===== config.mk =====
export PLATFORM = sky130hd
export DESIGN_NAME = l2_control
export DESIGN_NICKNAME = d
export VERILOG_FILES = /design/src/design/l2_ctrl_pkg.sv /design/src/design/l2_control.sv
export SDC_FILE = /design/constraint.sdc
export NUM_CORES = 1
export LEC_CHECK = 0
export BUFFER_PORTS_ARGS = -buffer_cell sky130_fd_sc_hd__buf_4
export CAP_MARGIN = 30
export CORE_AREA = 2 2 39 41
export CTS_CLUSTER_SIZE = 10
export DETAILED_ROUTE_END_ITERATION = 10
export DIE_AREA = 0 0 41 43
export GPL_TIMING_DRIVEN = 1
export SLEW_MARGIN = 10
export SYNTH_ARGS = -nofsm -noshare
export SYNTH_HDL_FRONTEND = slang
export SYNTH_SLANG_ARGS = --single-unit

===== constraint.sdc =====
create_clock -name clk -period 1.2 [get_ports clk]
set_input_delay 0.18 -clock clk [delete_from_list [all_inputs] [get_ports clk]]
set_output_delay 0.18 -clock clk [all_outputs]
set_load 0.005 [all_outputs]

===== src/design/l2_ctrl_pkg.sv =====
package l2_ctrl_pkg;

    // Controller sequencing
    typedef enum logic [1:0] {
        ST_IDLE,                // Wait for an L1 strobe
        ST_COMPARE,             // Tag check, respond on hit
        ST_WRITEBACK,           // Flush dirty victim
        ST_FETCH                // Bring in requested line
    } l2_state_e;

    // Datapath write status
    // Bit 0 marks a memory transfer, bit 1 selects the request address,
    // bit 2 means the data array is written this cycle
    typedef enum logic [2:0] {
        WS_NONE      = 3'b000,
        WS_WRITEBACK = 3'b001,  // Victim line and victim address to memory
        WS_FETCH     = 3'b011,  // Request line address to memory
        WS_FILL      = 3'b111,  // Fetch plus load of memory data into victim
        WS_CPU_WRITE = 3'b100   // L1 data into the hit way
    } l2_wstat_e;

endpackage : l2_ctrl_pkg


===== src/design/l2_control.sv =====
`timescale 1ns/1ns

module l2_control
    import l2_ctrl_pkg::*;
(
    input  logic      clk,
    input  logic      rst_n,
    input  logic      mem_read,
    input  logic      mem_write,
    input  logic      hit,
    input  logic      victim_dirty,
    input  logic      pmem_resp,
    output logic      mem_resp,
    output logic      pmem_read,
    output logic      pmem_write,
    output l2_wstat_e wstat,
    output logic      load_tag,
    output logic      load_valid,
    output logic      set_dirty,
    output logic      clear_dirty,
    output logic      load_lru
);

    l2_state_e state_q;
    l2_state_e state_d;

    always_ff @(posedge clk or negedge rst_n) begin
        if (!rst_n) begin
            state_q <= ST_IDLE;
        end else begin
            state_q <= state_d;
        end
    end

    // Next state
    always_comb begin
        state_d = state_q;
        unique case (state_q)
            ST_IDLE: begin
                if (mem_read || mem_write) state_d = ST_COMPARE;
            end
            ST_COMPARE: begin
                if (hit) begin
                    state_d = ST_IDLE;
                end else if (victim_dirty) begin
                    state_d = ST_WRITEBACK;
                end else begin
                    state_d = ST_FETCH;
                end
            end
            ST_WRITEBACK: begin
                if (pmem_resp) state_d = ST_FETCH;
            end
            ST_FETCH: begin
                // Filled line hits on the retry
                if (pmem_resp) state_d = ST_COMPARE;
            end
        endcase
    end

    // Outputs decoded from state and inputs
    always_comb begin
        mem_resp    = 1'b0;
        pmem_read   = 1'b0;
        pmem_write  = 1'b0;
        wstat       = WS_NONE;
        load_tag    = 1'b0;
        load_valid  = 1'b0;
        set_dirty   = 1'b0;
        clear_dirty = 1'b0;
        load_lru    = 1'b0;

        unique case (state_q)
            ST_IDLE: ;
            ST_COMPARE: begin
                if (hit) begin
                    mem_resp = 1'b1;
                    load_lru = 1'b1;
                    if (mem_write) begin
                        wstat     = WS_CPU_WRITE;
                        set_dirty = 1'b1;
                    end
                end
            end
            ST_WRITEBACK: begin
                pmem_write = 1'b1;
                wstat      = WS_WRITEBACK;
            end
            ST_FETCH: begin
                pmem_read = 1'b1;
                wstat     = WS_FETCH;
                if (pmem_resp) begin
                    wstat       = WS_FILL;     // Line lands in victim way
                    load_tag    = 1'b1;
                    load_valid  = 1'b1;
                    clear_dirty = 1'b1;
                end
            end
        endcase
    end

    // Memory sees one transfer direction at a time
    a_pmem_excl : assert property (@(posedge clk) disable iff (!rst_n)
        !(pmem_read && pmem_write))
        else $error("l2_control: pmem_read and pmem_write both high");

    // L1 drops its strobe after one response pulse
    a_resp_pulse : assert property (@(posedge clk) disable iff (!rst_n)
        mem_resp |=> !mem_resp)
        else $error("l2_control: mem_resp high on consecutive cycles");

endmodule : l2_control


==> results of run 1 <==
==> placed cells by master (no fill, tap or decap) <==
master         instances
buf_6                  8
and2_1                 1
o21ai_1                1
and2_4                 1
and3_4                 1
nor2b_4                1
dfrtp_2                2
clkbuf_4               3
inv_4                  2
nand2b_1               1
ha_4                   4
a21oi_2                1
nor2_1                 4
buf_4                 23
ha_2                   3
o2bb2ai_2              1
inv_1                  1
mux2i_1                2
o21ba_1                1
dlygate4sd3_1          1
==> area by class of cell <==
class,instances,area [um^2]
inverter,3,16.3
multi-input combinational,22,265
clock buffer,3,22.5
sequential,2,52.6
fill,134,734
tap,16,20.0
timing repair buffer,32,273
==> through the flow <==
stage	instances	TNS, ns	util (%)
3_5_place_dp	69	-0.472	33.6
5_1_grt	78	-3.16	46.9
6_report	78	-2.62	46.9
4_1_cts	78	-2.66	45.8
3_3_place_gp	69	-0.352	33.6
2_1_floorplan	31	0	-
==> power by group through the flow <==
| stage | Combinational (mW) | Clock, mW | Sequential, mW |
|---|---|---|---|
| floorplan | 0.303 | 0 | 0.127 |
| global placement | 0.598 | 0 | 0.129 |
| detailed placement | 0.611 | 0 | 0.130 |
| CTS | 0.826 | 0.156 | 0.161 |
| global route | 0.958 | 0.167 | 0.173 |
| finish | 0.867 | 0.150 | 0.170 |
==> path summary, 6_finish.rpt <==
| kind | start | endpoint | slack (ns) | cells after the start |
|---|---|---|---|---|
| setup / recovery | state_q[0]$_DFFE_PN0P_ | wstat[2] | -0.29 | 4 |
| hold / removal | rst_n | state_q[0]$_DFFE_PN0P_ | 0.27 | 2 |
| setup reg to reg | state_q[0]$_DFFE_PN0P_ | state_q[0]$_DFFE_PN0P_ | -0.16 | 6 |
| hold reg to reg | state_q[1]$_DFFE_PN0P_ | state_q[1]$_DFFE_PN0P_ | 0.84 | 4 |
| max in group asynchronous | rst_n | state_q[1]$_DFFE_PN0P_ | 0.82 | 2 |
| min in group clk | pmem_resp | state_q[1]$_DFFE_PN0P_ | 0.30 | 3 |
==> logic make-up (layout without fill, tap and decap cells) <==
group / count (synthesis) / count (layout) / share of synthesized area (%)
AOI/OAI and AO/OA: 4 / 4 / 12.5
buffers and inverters: 7 / 38 / 14.7
and+or+nand+nor: 9 / 9 / 16.5
DFF: 2 / 2 / 17.9
muxes: 2 / 2 / 7.14
adders and majority gates: 7 / 7 / 31.2
==> worst register-to-register path: stages (launching register included) <==
cell       delay, ns
dfrtp_2         0.46
ha_4            0.18
buf_4           0.12
buf_4           0.12
nor2_1          0.13
o2bb2ai_2       0.09
mux2i_1         0.12
==> timing repair <==
item,4_1_cts,5_1_grt
endpoints found under the hold margin,2,0
gates resized for setup,28,4
setup buffers,5,2
endpoints found under the setup margin,13,13
hold buffers,1,0
pin swaps,6,3
==> layer usage <==
layer  share of wire [%]  GRT usage [%]  up-vias
li1                    -              -      162
met1                  32           9.90      150
met5                   0              0        -
met2                  60           21.6       12
met3                 6.2           4.71        2
met4                 1.1           8.00        0
==> out/metrics.csv, run 1 <==
metric,value,unit
hold_class,primary input to asynchronous set/reset pin,
grt_pass1_wl,1340,um
drcViolationCount,0,
clk_path_buf_depth,2,
placed_cell_area,465,um^2
slowest_stage,dfrtp_2,
worstSetupEndpointType,output pin,
layout_setup_ws,-0.292,ns
holdWs,0.274,ns
critPathMaxStageDelay,0.46,ns
wl_per_cell,11.3,um
ant_nets,0,
diodes,0,
synthFlopType,dfrtp_1,
arrival,1.31,ns
h-tree-depth,1,
syn-num-nets,45,
ir_drop,0.000584,V
ys_top_cells_by_area,"ha_1 (31%), dfrtp_1 (18%), buf_4 (11%)",
power_density,1830,mW/mm^2
crit_chain,ha_4 -> and2_4 -> o21ba_1 -> buf_4,
layout.nets,78,
largest_register,state_q,
grt_pass1_vias,336,
path_buf_inv,1,
power,1.19,mW
maxCapViolCount,0,
tritoncts,yes,
final_cell_area,649,um^2
cp-start-kind,register,
yosys.cell_count.top_type,ha_1,
wl,878,um
layout-drive-gt1-share,80.6,%
p_switching,442,uW
async_reset_ff_share,100,%
synth_edf_count,0,
io_pins,18,
syn_avg_cell_area,9.04,um^2
skew,0.00356,ns
io_buffers,17,
tightest_slew,0.190,ns
cts-root-buf,clkbuf_4,
overflow,0,
track_usage,12.1,%
critPathKind,register to output pin,
synthCells,31,
cts.sinks,2,
die_w,41,um
swShare,37.2,%
place_ws,-0.129,ns
grt_max_degree,6,
status,"complete, but fails checks",
largestRegisters,state_q: 2 flops,
area_delta_synth_final,132,%
violations,setup timing,
num_rows,14,
dp_hpwl,577,um
setup_viol,13,
yosysWarningCount,0,
timing.fmax,0.670,GHz
netlist_area,280,um^2
gp_congestion,0.714,
die_area,0.00176,mm^2
pwr-share-seq,14.3,%
numCtsBuffers,3,
yosys.cell_types.count,14,
core-area,0.00138,mm^2
seq_area_frac_synth,17.9,%
relSlewSlack,87.3,%
p_leak,0.320,nW
hold_viol,0,
maxSlewViolCount,0,
largest_register_ffs,2,
synth.cells.most_frequent,"ha_1 (7), buf_4 (4), nor2_1 (4)",
rsz0062_at_grt,true,
antenna_found_initial,0,
drtPass1Iterations,4,
worst-endpoint-required,1.02,ns
initial_core_util,20.3,%
clk_pin_slew,0.03,ns
synth_top_area_share,31.3,%
pwr-share-clk,12.7,%
ys_ff_latch,2,
critical_path.max_fanout,5,
finalCritPeriodShare,124,%
crit_family,flip-flops,
p_comb_share,73.0,%
post-route-min-period,1.49,ns
initialDrtViolationCount,4,
clk_latency,0.23,ns
die_height,43,um
yosys.area.top_type,ha_1,
intPower,745,uW
num_vias,326,
via_per_inst,4.18,
No activity file was read; power rests on OpenSTA's default activity.
==> run 2: changes to the inputs <==
CTS_BUF_LIST = sky130_fd_sc_hd__clkbuf_2   (was unset)
==> run 2 against run 1 <==
Against the previous run:
- the run still ends with setup timing left
- highest routed layer is now met3
- wire length grew 3.6%
- non-clock buffer count is the same
- clock power shrank 29%
==> out/metrics.csv, run 2 (synthesized netlist as in run 1, its figures left out) <==
metric,value,unit,change
place_ws,-0.129,ns,unchanged
die_area,0.00176,mm^2,unchanged
clk_pin_slew,0.03,ns,about the same
grt_pass1_vias,328,,-2.4%
setup_viol,13,,unchanged
clk_latency,0.19,ns,-0.04 ns
core-area,0.00138,mm^2,unchanged
cts.sinks,2,,unchanged
fin_util,46.8,%,-0.090 points
drcViolationCount,0,,unchanged
gp_congestion,0.714,,unchanged
initialDrtViolationCount,7,,+3
maxCapViolCount,0,,unchanged
cp-start-kind,register,,
layout_setup_ws,-0.266,ns,+0.0266 ns
hold_viol,0,,unchanged
grt_max_degree,6,,unchanged
critical_path.max_fanout,5,,unchanged
io_pins,18,,unchanged
final_cell_mix,"buf_4 (21), buf_6 (10), ha_2 (4)",,
dp_hpwl,577,um,unchanged
violations,setup timing,,
worstSetupEndpointType,output pin,,
num_vias,323,,-0.92%
crit_path_start,state_q[0]$_DFFE_PN0P_,,
io_buffers,17,,unchanged
maxSlewViolCount,0,,unchanged
die_w,41,um,unchanged
area_delta_synth_final,131,%,
overflow,0,,unchanged
skew,0.00212,ns,-0.00144 ns
die_height,43,um,unchanged
rsz0062_at_grt,true,,
wl_per_cell,11.7,um,+3.6%
wl,910,um,+3.6%
initial_core_util,20.3,%,unchanged
ir_drop,0.000670,V,+15%
largest_register_ffs,2,,unchanged
final_common_cell,buf_4,,
layout-drive-gt1-share,85.5,%,+4.8 points
diodes,0,,unchanged
layout.nets,78,,unchanged
largestRegisters,state_q: 2 flops,,
r2r-start,state_q[0]$_DFFE_PN0P_,,
grt_pass1_wl,1280,um,-4.6%
clk_path_buf_depth,2,,unchanged
status,"complete, but fails checks",,
tightest_slew,0.198,ns,+0.00760 ns
timing.fmax,0.682,GHz,+1.8%
hold_class,primary input to asynchronous set/reset pin,,
largest_register,state_q,,
ant_nets,0,,unchanged
finalCritPeriodShare,122,%,-2.2 points
drtPass1Iterations,3,,-1
arrival,1.29,ns,-0.02 ns
num_rows,14,,unchanged
via_per_inst,4.14,,-0.92%
nFillCells,129,,-3.7%
p_leak,0.314,nW,-1.9%
tritoncts,yes,,
relSlewSlack,86.7,%,-0.51 points
cts-root-buf,clkbuf_2,,
h-tree-depth,1,,unchanged
power_density,1800,mW/mm^2,-1.5%
track_usage,11.4,%,-0.70 points
antenna_found_initial,0,,unchanged
numCtsBuffers,3,,unchanged
post-route-min-period,1.47,ns,-0.0266 ns
critPathKind,register to output pin,,
worst-endpoint-required,1.02,ns,about the same
[run 2: cell counts in the layout (fill, tap and decap cells not counted)]
Identical to the previous run, type by type.
[run 2: layout make-up]
| cell class | instances | area, um^2 | share of cell area, % |
|---|---|---|---|
| Tap cell | 16 | 20.0 | 3.09 |
| Multi-Input combinational cell | 22 | 267 | 41.1 |
| Sequential cell | 2 | 52.6 | 8.11 |
| Clock buffer | 3 | 15.0 | 2.32 |
| Timing Repair Buffer | 32 | 280 | 43.2 |
| Inverter | 3 | 13.8 | 2.12 |
[run 2: repair_timing]
item,4_1_cts,5_1_grt
resized for setup,27,7
setup buffers,4,1
pin swaps,5,2
setup endpoints to repair,13,13
endpoints found under the hold margin,2,0
hold buffers,1,0
[run 2: per-stage QoR]
step / power [mW] / instance area [um^2] / TNS [ns] / hold slack (ns) / std cells
floorplan: 0.430 / 280 / 0 / -0.116 / 31
global placement: 0.726 / 465 / -0.352 / -0.0349 / 69
detailed placement: 0.741 / 465 / -0.472 / -0.0337 / 69
CTS: 1.08 / 614 / -2.18 / 0.291 / 77
global route: 1.26 / 648 / -2.83 / 0.308 / 78
finish: 1.17 / 648 / -2.13 / 0.308 / 78
[run 2: worst max-delay path: stages, from the launching register on]
cell and delay (ns):
dfrtp_2 0.46, ha_4 0.18, and2_4 0.14, o21ba_4 0.21, buf_6 0.11
[run 2: routing by layer]
| layer | track usage (%) | part of all wire (%) |
|---|---|---|
| met4 | 6.00 | 0 |
| met2 | 21.3 | 65 |
| met1 | 8.95 | 29 |
| met5 | 0 | 0 |
| met3 | 4.71 | 5.5 |
[run 2: where the power goes]
group / switching, mW / internal [mW]
clock network: 0.0394 / 0.0664
logic: 0.335 / 0.560
registers: 0.0648 / 0.102
[run 2: path summary, 6_finish.rpt]
kind / to / slack [ns] / cells past startpoint
worst min register to register: state_q[1]$_DFFE_PN0P_ / 0.84 / 4
worst max register to register: state_q[0]$_DFFE_PN0P_ / -0.14 / 5
min in group clk: state_q[1]$_DFFE_PN0P_ / 0.32 / 3
max in group asynchronous: state_q[1]$_DFFE_PN0P_ / 0.79 / 2
worst max-delay path: wstat[2] / -0.27 / 4
worst min-delay path: state_q[0]$_DFFE_PN0P_ / 0.31 / 2
==> run 3: changes to the inputs <==
RECOVER_POWER = 100   (was unset)
==> run 3 against run 2 <==
Against the previous run:
- the run still ends with setup timing left
- combinational power is essentially flat
- final cell count unchanged
- global-route usage unchanged
- non-clock buffer count is the same
- fmax stayed put
- die area unchanged
- wire length unchanged
- cell area fell by 0.58%
- critical path depth did not move
- largest cell class unchanged
==> out/metrics.csv, run 3 (synthesized netlist as in run 1, its figures left out) <==
metric,value,unit,change
status,"complete, but fails checks",,
violations,setup timing,,
largestRegisters,state_q: 2 flops,,
crit_family,flip-flops,,
grt_max_degree,6,,unchanged
die_w,41,um,unchanged
p_comb_share,76.6,%,about the same
tightest_slew,0.198,ns,unchanged
wl,910,um,unchanged
h-tree-depth,1,,unchanged
place_ws,-0.129,ns,unchanged
cp-start-kind,register,,
num_vias,323,,unchanged
final_cell_mix,"buf_4 (20), buf_6 (10), ha_2 (4)",,
critical_path.max_fanout,5,,unchanged
power_density,1810,mW/mm^2,+0.46%
core-area,0.00138,mm^2,unchanged
gp_congestion,0.714,,unchanged
die_area,0.00176,mm^2,unchanged
power,1.17,mW,-0.12%
track_usage,11.4,%,unchanged
post-route-min-period,1.47,ns,unchanged
skew,0.00212,ns,unchanged
final_common_cell,buf_4,,
final_cells,78,,unchanged
swShare,37.6,%,+0.042 points
holdWs,0.306,ns,-0.00144 ns
path_buf_inv,1,,unchanged
r2r_cells,5,,unchanged
rrSetupSlack,-0.14,ns,about the same
layout_setup_ws,-0.266,ns,unchanged
clk_path_buf_depth,2,,unchanged
drcViolationCount,0,,unchanged
ant_nets,0,,unchanged
hold_viol,0,,unchanged
cts-root-buf,clkbuf_2,,
arrival,1.29,ns,about the same
dp.cells,69,,unchanged
wl_per_cell,11.7,um,unchanged
r2r_end,state_q[0]$_DFFE_PN0P_,,
num_rows,14,,unchanged
clk_pin_slew,0.03,ns,about the same
drtPass1Iterations,3,,unchanged
cts.sinks,2,,unchanged
relSlewSlack,86.7,%,unchanged
antenna_found_initial,0,,unchanged
crit_path_start,state_q[0]$_DFFE_PN0P_,,
largest_register_ffs,2,,unchanged
grt_pass1_vias,328,,unchanged
timing.fmax,0.682,GHz,unchanged
nFillCells,129,,unchanged
diodes,0,,unchanged
hold_class,primary input to asynchronous set/reset pin,,
maxSlewViolCount,0,,unchanged
layout-drive-gt1-share,83.9,%,-1.6 points
critPathKind,register to output pin,,
finalCritPeriodShare,122,%,unchanged
grt_pass1_wl,1280,um,unchanged
cp.depth,4,,unchanged
clk_latency,0.19,ns,about the same
pwr-share-seq,14.3,%,about the same
intPower,727,uW,-0.19%
dp_hpwl,577,um,unchanged
crit_chain,ha_4 -> and2_4 -> o21ba_4 -> buf_6,,
initialDrtViolationCount,7,,unchanged
maxCapViolCount,0,,unchanged
tritoncts,yes,,
ir_drop,0.000670,V,about the same
final_cell_area,644,um^2,-0.58%
pwr-share-clk,9.1,%,about the same
initial_core_util,20.3,%,unchanged
fin_tns_setup,-2.13,ns,unchanged
crit_path_end,wstat[2],,
area_delta_synth_final,130,%,
rsz0062_at_grt,true,,
layout.nets,78,,unchanged
io_pins,18,,unchanged
p_leak,0.310,nW,-1.2%
largest_register,state_q,,
placed_cell_area,465,um^2,unchanged
numCtsBuffers,3,,unchanged
via_per_inst,4.14,,unchanged
die_height,43,um,unchanged
setup_viol,13,,unchanged
critPathMaxStageDelay,0.46,ns,about the same
r2r-start,state_q[0]$_DFFE_PN0P_,,
slowest_stage,dfrtp_2,,
io_buffers,17,,unchanged
fin_util,46.6,%,-0.27 points
worst-endpoint-required,1.02,ns,about the same
p_switching,439,uW,about the same
overflow,0,,unchanged
worstSetupEndpointType,output pin,,
==> run 3: power by group through the flow <==
stage          Sequential, mW  Clock, mW  Combinational, mW
2_1_floorplan           0.127          0              0.303
3_3_place_gp            0.129          0              0.598
3_5_place_dp            0.130          0              0.611
4_1_cts                 0.161      0.114              0.806
5_1_grt                 0.170      0.123              0.970
6_report                0.167      0.106              0.893
==> run 3: area by class of cell <==
| type | count | area [um^2] | area share (%) |
|---|---|---|---|
| repair buffers | 32 | 277 | 42.9 |
| multi-input cells | 22 | 267 | 41.4 |
| flip-flops and latches | 2 | 52.6 | 8.16 |
| well taps | 16 | 20.0 | 3.11 |
| clock buffers | 3 | 15.0 | 2.33 |
| inverters | 3 | 13.8 | 2.14 |
==> run 3: what timing repair did <==
action / CTS / global route
hold endpoints to repair: 2 / 0
pin swaps: 5 / 2
hold buffers: 1 / 0
buffers inserted: 4 / 1
gates resized for setup: 27 / 7
setup endpoints to repair: 13 / 13
==> run 3: routing by layer <==
| metal | global-route usage [%] | wire length (um) |
|---|---|---|
| met2 | 21.3 | 591 |
| met5 | 0 | 0 |
| met3 | 4.71 | 50 |
| met1 | 8.95 | 268 |
| met4 | 6.00 | 0 |
==> run 3: worst min path at each step <==
stage	from	endpoint	slack (ns)	cells after the start
3_5_place_dp	rst_n	state_q[1]$_DFFE_PN0P_	-0.03	1
3_3_place_gp	rst_n	state_q[1]$_DFFE_PN0P_	-0.03	1
4_1_cts	rst_n	state_q[0]$_DFFE_PN0P_	0.29	2
6_report	rst_n	state_q[0]$_DFFE_PN0P_	0.31	2
5_1_grt	pmem_resp	state_q[1]$_DFFE_PN0P_	0.31	3
2_1_floorplan	rst_n	state_q[0]$_DFFE_PN0P_	-0.12	0
==> run 3: worst reg2reg max path: stages, from the launching register on <==
cell and delay (ns):
dfrtp_2 0.46, inv_2 0.12, ha_2 0.22, nor2_2 0.04, o2bb2ai_2 0.20, mux2i_1 0.21
